### src/tmr_settings.svh
// --------------------------------------------------------------------------
// TMR control unit settings
// Widths of the data word, mismatch counters and register address, and
// the redundancy mode taken out of reset
// --------------------------------------------------------------------------

`ifndef TMR_SETTINGS_SVH
`define TMR_SETTINGS_SVH

// Core data word and register data
`define TMR_DATA_W 32
// Per-core mismatch counter
`define TMR_CNT_W 8
// Register address
`define TMR_ADDR_W 3
// Reset mode, 0 starts independent and 1 starts in redundant run
`define TMR_DEFAULT_ON 0

`endif

### src/tmr_pkg.sv
// --------------------------------------------------------------------------
// TMR control unit package
// Mode encoding, register map and the per-core control record
// --------------------------------------------------------------------------

`default_nettype none

`include "tmr_settings.svh"

package tmr_pkg;

  // Redundancy mode of the core group
  typedef enum logic [1:0] {NON_TMR, TMR_RUN, TMR_UNLOAD, TMR_RELOAD} tmr_mode_e;

  // Software register map
  typedef enum logic [`TMR_ADDR_W-1:0] {
    ADDR_ENABLE   = 3'd0,
    ADDR_CONFIG   = 3'd1,
    ADDR_SP_STORE = 3'd2,
    ADDR_MODE     = 3'd3,
    ADDR_CNT0     = 3'd4,
    ADDR_CNT1     = 3'd5,
    ADDR_CNT2     = 3'd6
  } tmr_addr_e;

  // Core store control, write enable plus byte strobes
  typedef struct packed {
    logic       we;
    logic [3:0] be;
  } core_ctrl_t;

  // Core data word and counter value
  typedef logic [`TMR_DATA_W-1:0] tmr_word_t;
  typedef logic [`TMR_CNT_W-1:0]  tmr_cnt_t;

endpackage

`default_nettype wire

### src/tmr_voter.sv
// --------------------------------------------------------------------------
// Three-way majority voter
// Forwards the value held by at least two cores and flags each core
// that differs from it; reports failure when all three disagree
// --------------------------------------------------------------------------

`timescale 1ns/10ps
`default_nettype none

module tmr_voter import tmr_pkg::*; #(
  parameter type payload_t = core_ctrl_t
) (
  input  payload_t   a_i,
  input  payload_t   b_i,
  input  payload_t   c_i,
  output payload_t   voted_o,
  output logic [2:0] err_o,
  output logic       fail_o
);

  logic ab_eq;
  logic ac_eq;
  logic bc_eq;

  // Whole-payload pairwise compares
  assign ab_eq = (a_i == b_i);
  assign ac_eq = (a_i == c_i);
  assign bc_eq = (b_i == c_i);

  always_comb begin
    // Core a is the majority whenever it agrees with anyone
    voted_o = a_i;
    err_o   = 3'b000;
    fail_o  = 1'b0;
    if (ab_eq && ac_eq) begin
      // All three agree
      err_o = 3'b000;
    end else if (ab_eq) begin
      err_o[2] = 1'b1;
    end else if (ac_eq) begin
      err_o[1] = 1'b1;
    end else if (bc_eq) begin
      voted_o  = b_i;
      err_o[0] = 1'b1;
    end else begin
      // No majority, pass core a and flag nobody
      fail_o = 1'b1;
    end
  end

endmodule

`default_nettype wire

### src/tmr_regs.sv
// --------------------------------------------------------------------------
// TMR software register file
// Enable, configuration and stack-pointer store registers on a plain
// write-strobe bus with combinational read; reports mode and counters
// --------------------------------------------------------------------------

`timescale 1ns/10ps
`default_nettype none

`include "tmr_settings.svh"

module tmr_regs import tmr_pkg::*; (
  input  logic                   clk_i,
  input  logic                   rst_ni,
  // Register bus
  input  logic                   reg_we_i,
  input  tmr_addr_e              reg_addr_i,
  input  logic [`TMR_DATA_W-1:0] reg_wdata_i,
  output logic [`TMR_DATA_W-1:0] reg_rdata_o,
  // From control and counters
  input  logic                   force_ack_i,
  input  tmr_mode_e              mode_i,
  input  tmr_cnt_t               cnt0_i,
  input  tmr_cnt_t               cnt1_i,
  input  tmr_cnt_t               cnt2_i,
  // To control
  output logic                   enable_o,
  output logic                   delay_resynch_o,
  output logic                   setback_en_o,
  output logic                   reload_setback_en_o,
  output logic                   force_resynch_o,
  output logic                   sp_store_set_o,
  output logic                   sp_store_zero_wr_o,
  // Counter clear pulses
  output logic [2:0]             cnt_clr_o
);

  logic                   we_enable;
  logic                   we_config;
  logic                   we_sp_store;
  logic                   enable_q;
  logic                   delay_resynch_q;
  logic                   setback_q;
  logic                   reload_setback_q;
  logic                   force_resynch_q;
  logic [`TMR_DATA_W-1:0] sp_store_q;

  // Write decode
  assign we_enable   = reg_we_i && (reg_addr_i == ADDR_ENABLE);
  assign we_config   = reg_we_i && (reg_addr_i == ADDR_CONFIG);
  assign we_sp_store = reg_we_i && (reg_addr_i == ADDR_SP_STORE);

  // Any write to a counter address clears that counter
  assign cnt_clr_o[0] = reg_we_i && (reg_addr_i == ADDR_CNT0);
  assign cnt_clr_o[1] = reg_we_i && (reg_addr_i == ADDR_CNT1);
  assign cnt_clr_o[2] = reg_we_i && (reg_addr_i == ADDR_CNT2);

  always_ff @(posedge clk_i or negedge rst_ni) begin
    if (!rst_ni) begin
      // Enable starts in the default mode so the group stays there
      enable_q         <= 1'(`TMR_DEFAULT_ON);
      delay_resynch_q  <= 1'b0;
      setback_q        <= 1'b0;
      reload_setback_q <= 1'b0;
      force_resynch_q  <= 1'b0;
      sp_store_q       <= '0;
    end else begin
      if (we_enable) begin
        enable_q <= reg_wdata_i[0];
      end
      if (we_config) begin
        delay_resynch_q  <= reg_wdata_i[0];
        setback_q        <= reg_wdata_i[1];
        reload_setback_q <= reg_wdata_i[2];
        // A write setting the bit wins over an ack in the same cycle
        force_resynch_q  <= reg_wdata_i[3];
      end else if (force_ack_i) begin
        force_resynch_q <= 1'b0;
      end
      if (we_sp_store) begin
        sp_store_q <= reg_wdata_i;
      end
    end
  end

  assign enable_o            = enable_q;
  assign delay_resynch_o     = delay_resynch_q;
  assign setback_en_o        = setback_q;
  assign reload_setback_en_o = reload_setback_q;
  assign force_resynch_o     = force_resynch_q;

  // Nonzero sp_store flags a finished unload
  assign sp_store_set_o      = (sp_store_q != '0);
  // Zero write marks the end of reload in this very cycle
  assign sp_store_zero_wr_o  = we_sp_store && (reg_wdata_i == '0);

  // Read mux, unmapped addresses return zero
  always_comb begin
    reg_rdata_o = '0;
    case (reg_addr_i)
      ADDR_ENABLE:   reg_rdata_o[0] = enable_q;
      ADDR_CONFIG:   reg_rdata_o[3:0] = {force_resynch_q, reload_setback_q,
                                         setback_q, delay_resynch_q};
      ADDR_SP_STORE: reg_rdata_o = sp_store_q;
      ADDR_MODE:     reg_rdata_o[1:0] = mode_i;
      ADDR_CNT0:     reg_rdata_o[`TMR_CNT_W-1:0] = cnt0_i;
      ADDR_CNT1:     reg_rdata_o[`TMR_CNT_W-1:0] = cnt1_i;
      ADDR_CNT2:     reg_rdata_o[`TMR_CNT_W-1:0] = cnt2_i;
      default:       reg_rdata_o = '0;
    endcase
  end

endmodule

`default_nettype wire

### src/tmr_ctrl.sv
// --------------------------------------------------------------------------
// TMR mode controller
// Merges voter reports, counts single-core mismatches and steps the group
// through independent, run, unload and reload modes with setback pulses
// --------------------------------------------------------------------------

`timescale 1ns/10ps
`default_nettype none

`include "tmr_settings.svh"

module tmr_ctrl import tmr_pkg::*; (
  input  logic       clk_i,
  input  logic       rst_ni,
  // Voter reports
  input  logic [2:0] data_err_i,
  input  logic [2:0] ctrl_err_i,
  input  logic       data_fail_i,
  input  logic       ctrl_fail_i,
  // Core group status
  input  logic       fetch_en_i,
  input  logic       cores_synch_i,
  // Register levels and pulses
  input  logic       enable_i,
  input  logic       delay_resynch_i,
  input  logic       setback_en_i,
  input  logic       reload_setback_en_i,
  input  logic       force_resynch_i,
  input  logic       sp_store_set_i,
  input  logic       sp_store_zero_wr_i,
  // Back to registers and counters
  output tmr_mode_e  mode_o,
  output logic       force_ack_o,
  output logic [2:0] incr_o,
  // Group outputs
  output logic [2:0] tmr_error_o,
  output logic       tmr_failure_o,
  output logic       setback_o,
  output logic       resynch_req_o,
  output logic       grp_in_independent_o
);

  localparam tmr_mode_e default_mode = (`TMR_DEFAULT_ON != 0) ? TMR_RUN : NON_TMR;

  tmr_mode_e mode_d;
  tmr_mode_e mode_q;
  logic      setback_d;
  logic      setback_q;
  logic      multi_err;
  logic      single_mismatch;

  // Merge both voters
  assign tmr_error_o     = data_err_i | ctrl_err_i;
  // More than one core flagged
  assign multi_err       = (tmr_error_o[0] & tmr_error_o[1]) |
                           (tmr_error_o[0] & tmr_error_o[2]) |
                           (tmr_error_o[1] & tmr_error_o[2]);
  assign single_mismatch = (|tmr_error_o) && !multi_err;
  assign tmr_failure_o   = data_fail_i || ctrl_fail_i || multi_err;

  always_comb begin
    mode_d      = mode_q;
    setback_d   = 1'b0;
    force_ack_o = 1'b0;
    incr_o      = 3'b000;

    case (mode_q)
      TMR_RUN: begin
        // Forced resync is acked even while delayed
        if (force_resynch_i) begin
          force_ack_o = 1'b1;
          if (!delay_resynch_i) begin
            mode_d = TMR_UNLOAD;
          end
        end
        // Count the odd core out and resync it
        if (single_mismatch) begin
          incr_o = tmr_error_o;
          if (!delay_resynch_i) begin
            mode_d = TMR_UNLOAD;
          end
        end
      end
      TMR_UNLOAD: begin
        // Software stored its state, reload with optional core reset
        if (sp_store_set_i) begin
          mode_d    = TMR_RELOAD;
          setback_d = setback_en_i;
        end
      end
      TMR_RELOAD: begin
        if (!sp_store_set_i) begin
          mode_d = TMR_RUN;
        end else if ((single_mismatch || tmr_failure_o) && setback_en_i &&
                     reload_setback_en_i && !sp_store_zero_wr_i) begin
          // Error during reload, restart it
          setback_d = 1'b1;
        end
      end
      default: begin
        mode_d = mode_q;
      end
    endcase

    // Before cores fetch, mode follows the enable bit
    if (!fetch_en_i) begin
      mode_d = enable_i ? TMR_RUN : NON_TMR;
    end
    // Leaving redundancy is allowed any time during run
    if (mode_q == TMR_RUN && !enable_i) begin
      mode_d = NON_TMR;
    end
    // Cores report being in step, join the group
    if (mode_q == NON_TMR && cores_synch_i && enable_i) begin
      mode_d = TMR_RUN;
    end
  end

  always_ff @(posedge clk_i or negedge rst_ni) begin
    if (!rst_ni) begin
      mode_q    <= default_mode;
      setback_q <= 1'b0;
    end else begin
      mode_q    <= mode_d;
      setback_q <= setback_d;
    end
  end

  assign mode_o               = mode_q;
  assign setback_o            = setback_q;
  assign resynch_req_o        = (mode_q == TMR_UNLOAD);
  assign grp_in_independent_o = (mode_q == NON_TMR);

endmodule

`default_nettype wire

### src/tmr_mismatch_cnt.sv
// --------------------------------------------------------------------------
// Per-core mismatch counters
// Three saturating counters bumped by the controller, cleared by software
// --------------------------------------------------------------------------

`timescale 1ns/10ps
`default_nettype none

module tmr_mismatch_cnt import tmr_pkg::*; (
  input  logic       clk_i,
  input  logic       rst_ni,
  input  logic [2:0] incr_i,
  input  logic [2:0] clr_i,
  output tmr_cnt_t   cnt0_o,
  output tmr_cnt_t   cnt1_o,
  output tmr_cnt_t   cnt2_o
);

  tmr_cnt_t cnt_q [3];

  always_ff @(posedge clk_i or negedge rst_ni) begin
    if (!rst_ni) begin
      for (int i = 0; i < 3; i++) begin
        cnt_q[i] <= '0;
      end
    end else begin
      for (int i = 0; i < 3; i++) begin
        // Clear wins over a same-cycle increment
        if (clr_i[i]) begin
          cnt_q[i] <= '0;
        end else if (incr_i[i] && (cnt_q[i] != '1)) begin
          // Hold at all ones
          cnt_q[i] <= cnt_q[i] + 1'b1;
        end
      end
    end
  end

  assign cnt0_o = cnt_q[0];
  assign cnt1_o = cnt_q[1];
  assign cnt2_o = cnt_q[2];

endmodule

`default_nettype wire

### src/tmr_unit.sv
// --------------------------------------------------------------------------
// TMR control unit top level
// Register file, data and control voters, mode controller and
// mismatch counters for a group of three lockstepped cores
// --------------------------------------------------------------------------

`timescale 1ns/10ps
`default_nettype none

`include "tmr_settings.svh"

module tmr_unit import tmr_pkg::*; (
  input  logic                   clk_i,
  input  logic                   rst_ni,
  // Register bus
  input  logic                   reg_we_i,
  input  tmr_addr_e              reg_addr_i,
  input  logic [`TMR_DATA_W-1:0] reg_wdata_i,
  output logic [`TMR_DATA_W-1:0] reg_rdata_o,
  // Core group
  input  logic                   fetch_en_i,
  input  logic                   cores_synch_i,
  input  logic [`TMR_DATA_W-1:0] core_data0_i,
  input  logic [`TMR_DATA_W-1:0] core_data1_i,
  input  logic [`TMR_DATA_W-1:0] core_data2_i,
  input  core_ctrl_t             core_ctrl0_i,
  input  core_ctrl_t             core_ctrl1_i,
  input  core_ctrl_t             core_ctrl2_i,
  // Voted result and status
  output logic [`TMR_DATA_W-1:0] voted_data_o,
  output core_ctrl_t             voted_ctrl_o,
  output logic [2:0]             tmr_error_o,
  output logic                   tmr_failure_o,
  output logic                   setback_o,
  output logic                   resynch_req_o,
  output logic                   grp_in_independent_o
);

  logic       enable;
  logic       delay_resynch;
  logic       setback_en;
  logic       reload_setback_en;
  logic       force_resynch;
  logic       sp_store_set;
  logic       sp_store_zero_wr;
  logic       force_ack;
  tmr_mode_e  mode;
  logic [2:0] data_err;
  logic [2:0] ctrl_err;
  logic       data_fail;
  logic       ctrl_fail;
  logic [2:0] incr;
  logic [2:0] cnt_clr;
  tmr_cnt_t   cnt0;
  tmr_cnt_t   cnt1;
  tmr_cnt_t   cnt2;

  // Software view
  tmr_regs u_regs (
    .clk_i               (clk_i),
    .rst_ni              (rst_ni),
    .reg_we_i            (reg_we_i),
    .reg_addr_i          (reg_addr_i),
    .reg_wdata_i         (reg_wdata_i),
    .reg_rdata_o         (reg_rdata_o),
    .force_ack_i         (force_ack),
    .mode_i              (mode),
    .cnt0_i              (cnt0),
    .cnt1_i              (cnt1),
    .cnt2_i              (cnt2),
    .enable_o            (enable),
    .delay_resynch_o     (delay_resynch),
    .setback_en_o        (setback_en),
    .reload_setback_en_o (reload_setback_en),
    .force_resynch_o     (force_resynch),
    .sp_store_set_o      (sp_store_set),
    .sp_store_zero_wr_o  (sp_store_zero_wr),
    .cnt_clr_o           (cnt_clr)
  );

  // Data word vote
  tmr_voter #(
    .payload_t (tmr_word_t)
  ) u_data_voter (
    .a_i     (core_data0_i),
    .b_i     (core_data1_i),
    .c_i     (core_data2_i),
    .voted_o (voted_data_o),
    .err_o   (data_err),
    .fail_o  (data_fail)
  );

  // Store control vote
  tmr_voter #(
    .payload_t (core_ctrl_t)
  ) u_ctrl_voter (
    .a_i     (core_ctrl0_i),
    .b_i     (core_ctrl1_i),
    .c_i     (core_ctrl2_i),
    .voted_o (voted_ctrl_o),
    .err_o   (ctrl_err),
    .fail_o  (ctrl_fail)
  );

  tmr_ctrl u_ctrl (
    .clk_i                (clk_i),
    .rst_ni               (rst_ni),
    .data_err_i           (data_err),
    .ctrl_err_i           (ctrl_err),
    .data_fail_i          (data_fail),
    .ctrl_fail_i          (ctrl_fail),
    .fetch_en_i           (fetch_en_i),
    .cores_synch_i        (cores_synch_i),
    .enable_i             (enable),
    .delay_resynch_i      (delay_resynch),
    .setback_en_i         (setback_en),
    .reload_setback_en_i  (reload_setback_en),
    .force_resynch_i      (force_resynch),
    .sp_store_set_i       (sp_store_set),
    .sp_store_zero_wr_i   (sp_store_zero_wr),
    .mode_o               (mode),
    .force_ack_o          (force_ack),
    .incr_o               (incr),
    .tmr_error_o          (tmr_error_o),
    .tmr_failure_o        (tmr_failure_o),
    .setback_o            (setback_o),
    .resynch_req_o        (resynch_req_o),
    .grp_in_independent_o (grp_in_independent_o)
  );

  // Mismatch statistics
  tmr_mismatch_cnt u_mismatch_cnt (
    .clk_i  (clk_i),
    .rst_ni (rst_ni),
    .incr_i (incr),
    .clr_i  (cnt_clr),
    .cnt0_o (cnt0),
    .cnt1_o (cnt1),
    .cnt2_o (cnt2)
  );

endmodule

`default_nettype wire

### config.mk
export PLATFORM = sky130hd
export DESIGN_NAME = tmr_unit
export DESIGN_NICKNAME = d
export VERILOG_FILES = /design/src/tmr_pkg.sv /design/src/tmr_voter.sv /design/src/tmr_regs.sv /design/src/tmr_ctrl.sv /design/src/tmr_mismatch_cnt.sv /design/src/tmr_unit.sv
export VERILOG_INCLUDE_DIRS = /design/src
export SDC_FILE = /design/constraint.sdc
export NUM_CORES = 1
export LEC_CHECK = 0
export ABC_CLOCK_PERIOD_IN_PS = 6100
export BUFFER_PORTS_ARGS = -buffer_cell sky130_fd_sc_hd__buf_4
export CORE_MARGIN = 2
export CORE_UTILIZATION = 53
export DETAILED_ROUTE_END_ITERATION = 8
export PLACE_DENSITY = 0.87
export SYNTH_ARGS = -nofsm -noshare
export SYNTH_HDL_FRONTEND = slang
export SYNTH_SLANG_ARGS = --single-unit
### constraint.sdc
create_clock -name clk_i -period 6.1 [get_ports clk_i]
set_input_delay 1.83 -clock clk_i [delete_from_list [all_inputs] [get_ports clk_i]]
set_output_delay 1.83 -clock clk_i [all_outputs]
set_load 0.03 [all_outputs]
==> impl_metrics.tcl <==
set metrics [dict create \
    cts.repair.resized 0 \
    ys_ff_latch 64 \
    drive_above_1_share_pct 41.8 \
    gp_congestion 1.04 \
    clk_path_buf_depth 2 \
    finClkSkew_ns 0.00743 \
    netlist_instances 581 \
    dp_cells 917 \
    first_global_vias 5800 \
    slew_violations 0 \
    leakage_nw 3.31 \
    layout_common_cells "230 x buf_4, 95 x xnor2_1, 75 x mux2_2, 64 x dfrtp_1, 36 x and3_1" \
    tightest_slew_ns 0.915 \
    path_clk_slew_ns 0.08 \
    cp_slowest_stage_delay_ns 0.76 \
    min_period_over_period_pct 94.0 \
    path_cells "buf_4, xnor2_1, nand4_1, nor4_1, nand4_1, o21ai_0, buf_4" \
    instances_no_fill 934 \
    grt_pass1_wl_um 29500 \
    ir_drop_mv 0.146 \
    cts_sinks 64 \
    stdcell_area_um2 7470 \
    clock_latency_ns 0.35 \
    r2r_cells 6 \
    seqPwrFrac_pct 37.2 \
    synth_top_area_share_pct 29.6 \
    yosysSeqAreaShare_pct 29.6 \
    clkPwrFrac_pct 30.9 \
    sw_frac_of_total_pct 32.1 \
    dr.pass1.iters 6 \
    final_nets 949 \
    powerDensity_nw_per_um2 198 \
    cp_top_family "compound AO/OA/AOI/OAI gates" \
    holdPathStages 1 \
    netSwitchingPower_mw 0.476 \
    postCtsSetupRepairBufs 0 \
    tns_ns 0 \
    overflow 0 \
    worstSetupPathType "input port to primary output" \
    die_x_um 105 \
    outcome "finished clean" \
    ys_warn_count 0 \
    worstPathMaxFanout 4 \
    grt_max_degree 65 \
    vias 5559 \
    layout_commonest_cell "buf_4" \
    core_um2 9820 \
    routed_via_density 5.95 \
    yosysUniqueCellTypes 55 \
    grt.total_usage_pct 33.6 \
    cap_violations 0 \
    h-tree-depth 3 \
    dieArea_um2 11000 \
    first_iter_violations 475 \
    finalHoldViolations 0 \
    ios 227 \
    area_growth_pct 38.2 \
    yosysTopAreaCell "dfrtp_1" \
    wl_per_cell_um 20.2 \
    portBuffers 226 \
    cp_num_buf_inv 2 \
    drt-total-wl_um 18900 \
    cp.required_ns 4.27 \
    max_freq_mhz 174 \
    synth-edff-count 0 \
    drcViolationCount 0 \
    crit_arrival_ns 3.91 \
    internal_power_mw 1.01 \
    report.final.setup_viol 0 \
    path_depth 7 \
    period_needed_ns 5.74 \
    cts_hold_buf 0 \
    synth_area_leaders "dfrtp_1 30%, mux2_2 16%, xnor2_1 15%" \
    p_comb_share_pct 32.0 \
    end_kind "primary output" \
    row_count 36 \
    rsz0062_at_grt "false" \
    numCtsBuffers 9 \
    avgSynthCellArea_um2 9.31 \
    critPathSlowestCell "o21ai_0" \
    syn-num-nets 735 \
    die_height_um 105 \
    place_area_um2 7220 \
    yosys_most_used_dff "dfrtp_1" \
    synth_area_um2 5410 \
    finalPower_mw 1.48 \
    antenna_found_initial 1 \
    hp-class "flip-flop to flip-flop" \
    async_reset_ff_share_pct 100 \
    cts-root-buf "clkbuf_8" \
    critPathLaunchType "input port" \
    slew_headroom_pct 38.3 \
    initial_core_util_pct 55.1 \
    ant_nets 0 \
    dp_hpwl_um 15400 \
    tritoncts "yes" \
]
-- state kept, by name, summed over array words and instances (netlist names), 2 cells and up --
register               flops
u_ctrl.mode_o              2
u_regs.sp_store_q         32
u_mismatch_cnt.cnt2_o      8
u_mismatch_cnt.cnt0_o      8
u_mismatch_cnt.cnt1_o      8
-- power by group through the flow --
stage / clock [mW] / combinational (mW) / sequential [mW]
6_report: 0.457 / 0.474 / 0.550
5_1_grt: 0.481 / 0.504 / 0.559
4_1_cts: 0.463 / 0.474 / 0.548
3_5_place_dp: 0 / 0.469 / 0.555
3_3_place_gp: 0 / 0.457 / 0.549
2_1_floorplan: 0 / 0.268 / 0.531
-- cells in the mapped netlist (4+ instances only) --
cell,number
nand4_1,27
mux2i_1,11
o21ai_0,15
nor4_1,23
nor2_1,30
xor2_1,24
nand2_1,32
xnor2_1,95
a21oi_1,22
dfrtp_1,64
inv_1,8
nand3_1,16
nor2b_1,5
mux2_2,75
a211oi_1,6
clkbuf_1,23
a22o_1,4
nand2b_1,5
a31o_2,4
and3_1,36
-- layer usage --
metal	share of wire [%]	vias to the layer above	global-route usage (%)
met2	53	259	62.2
li1	-	2561	-
met1	36	2678	35.7
met5	0	-	0
met4	4.4	0	14.9
met3	7.2	61	8.48
-- final timing paths --
| path | endpoint | slack [ns] | start |
|---|---|---|---|
| worst max register to register | u_mismatch_cnt.cnt0_o[5] | 3.82 | u_mismatch_cnt.cnt0_o[2] |
| min in group asynchronous | u_mismatch_cnt.cnt1_o[5] | 1.55 | rst_ni |
| worst min-delay path | u_regs.sp_store_q[23] | 0.54 | u_regs.sp_store_q[23] |
| max in group asynchronous | u_regs.sp_store_q[4] | 4.02 | rst_ni |
| worst max-delay path | tmr_error_o[1] | 0.36 | core_data2_i[17] |
| worst min register to register | u_regs.sp_store_q[23] | 0.54 | u_regs.sp_store_q[23] |
-- layout make-up --
class                           instances  area [um2]
Multi-Input combinational cell        481        3670
Antenna cell                            1        2.50
Fill cell                             729        2350
Inverter                                8        30.0
Clock inverter                          6         114
Clock buffer                           10         138
Tap cell                              133         166
Sequential cell                        64        1600
Timing Repair Buffer                  231        1750
-- cell families after synthesis --
kind of cell	after synthesis	synth area share, %
DFF	64	29.6
AOI/OAI and AO/OA	76	9.65
buffers and inverters	36	2.62
muxes	86	17.7
and+or+nand+nor	197	20.5
xor gates and xnor gates	119	19.3
adders and majority gates	3	0.694
-- through the flow --
stage                     util, %  setup WS, ns  hold slack, ns
after floorplan                 -         0.367           0.496
after global placement       73.5         0.436           0.510
after detailed placement     73.5         0.427           0.521
after CTS                    76.0         0.415           0.536
after global routing         76.1         0.237           0.559
final                        76.1         0.364           0.540
Power figures use the tool's default switching activity.
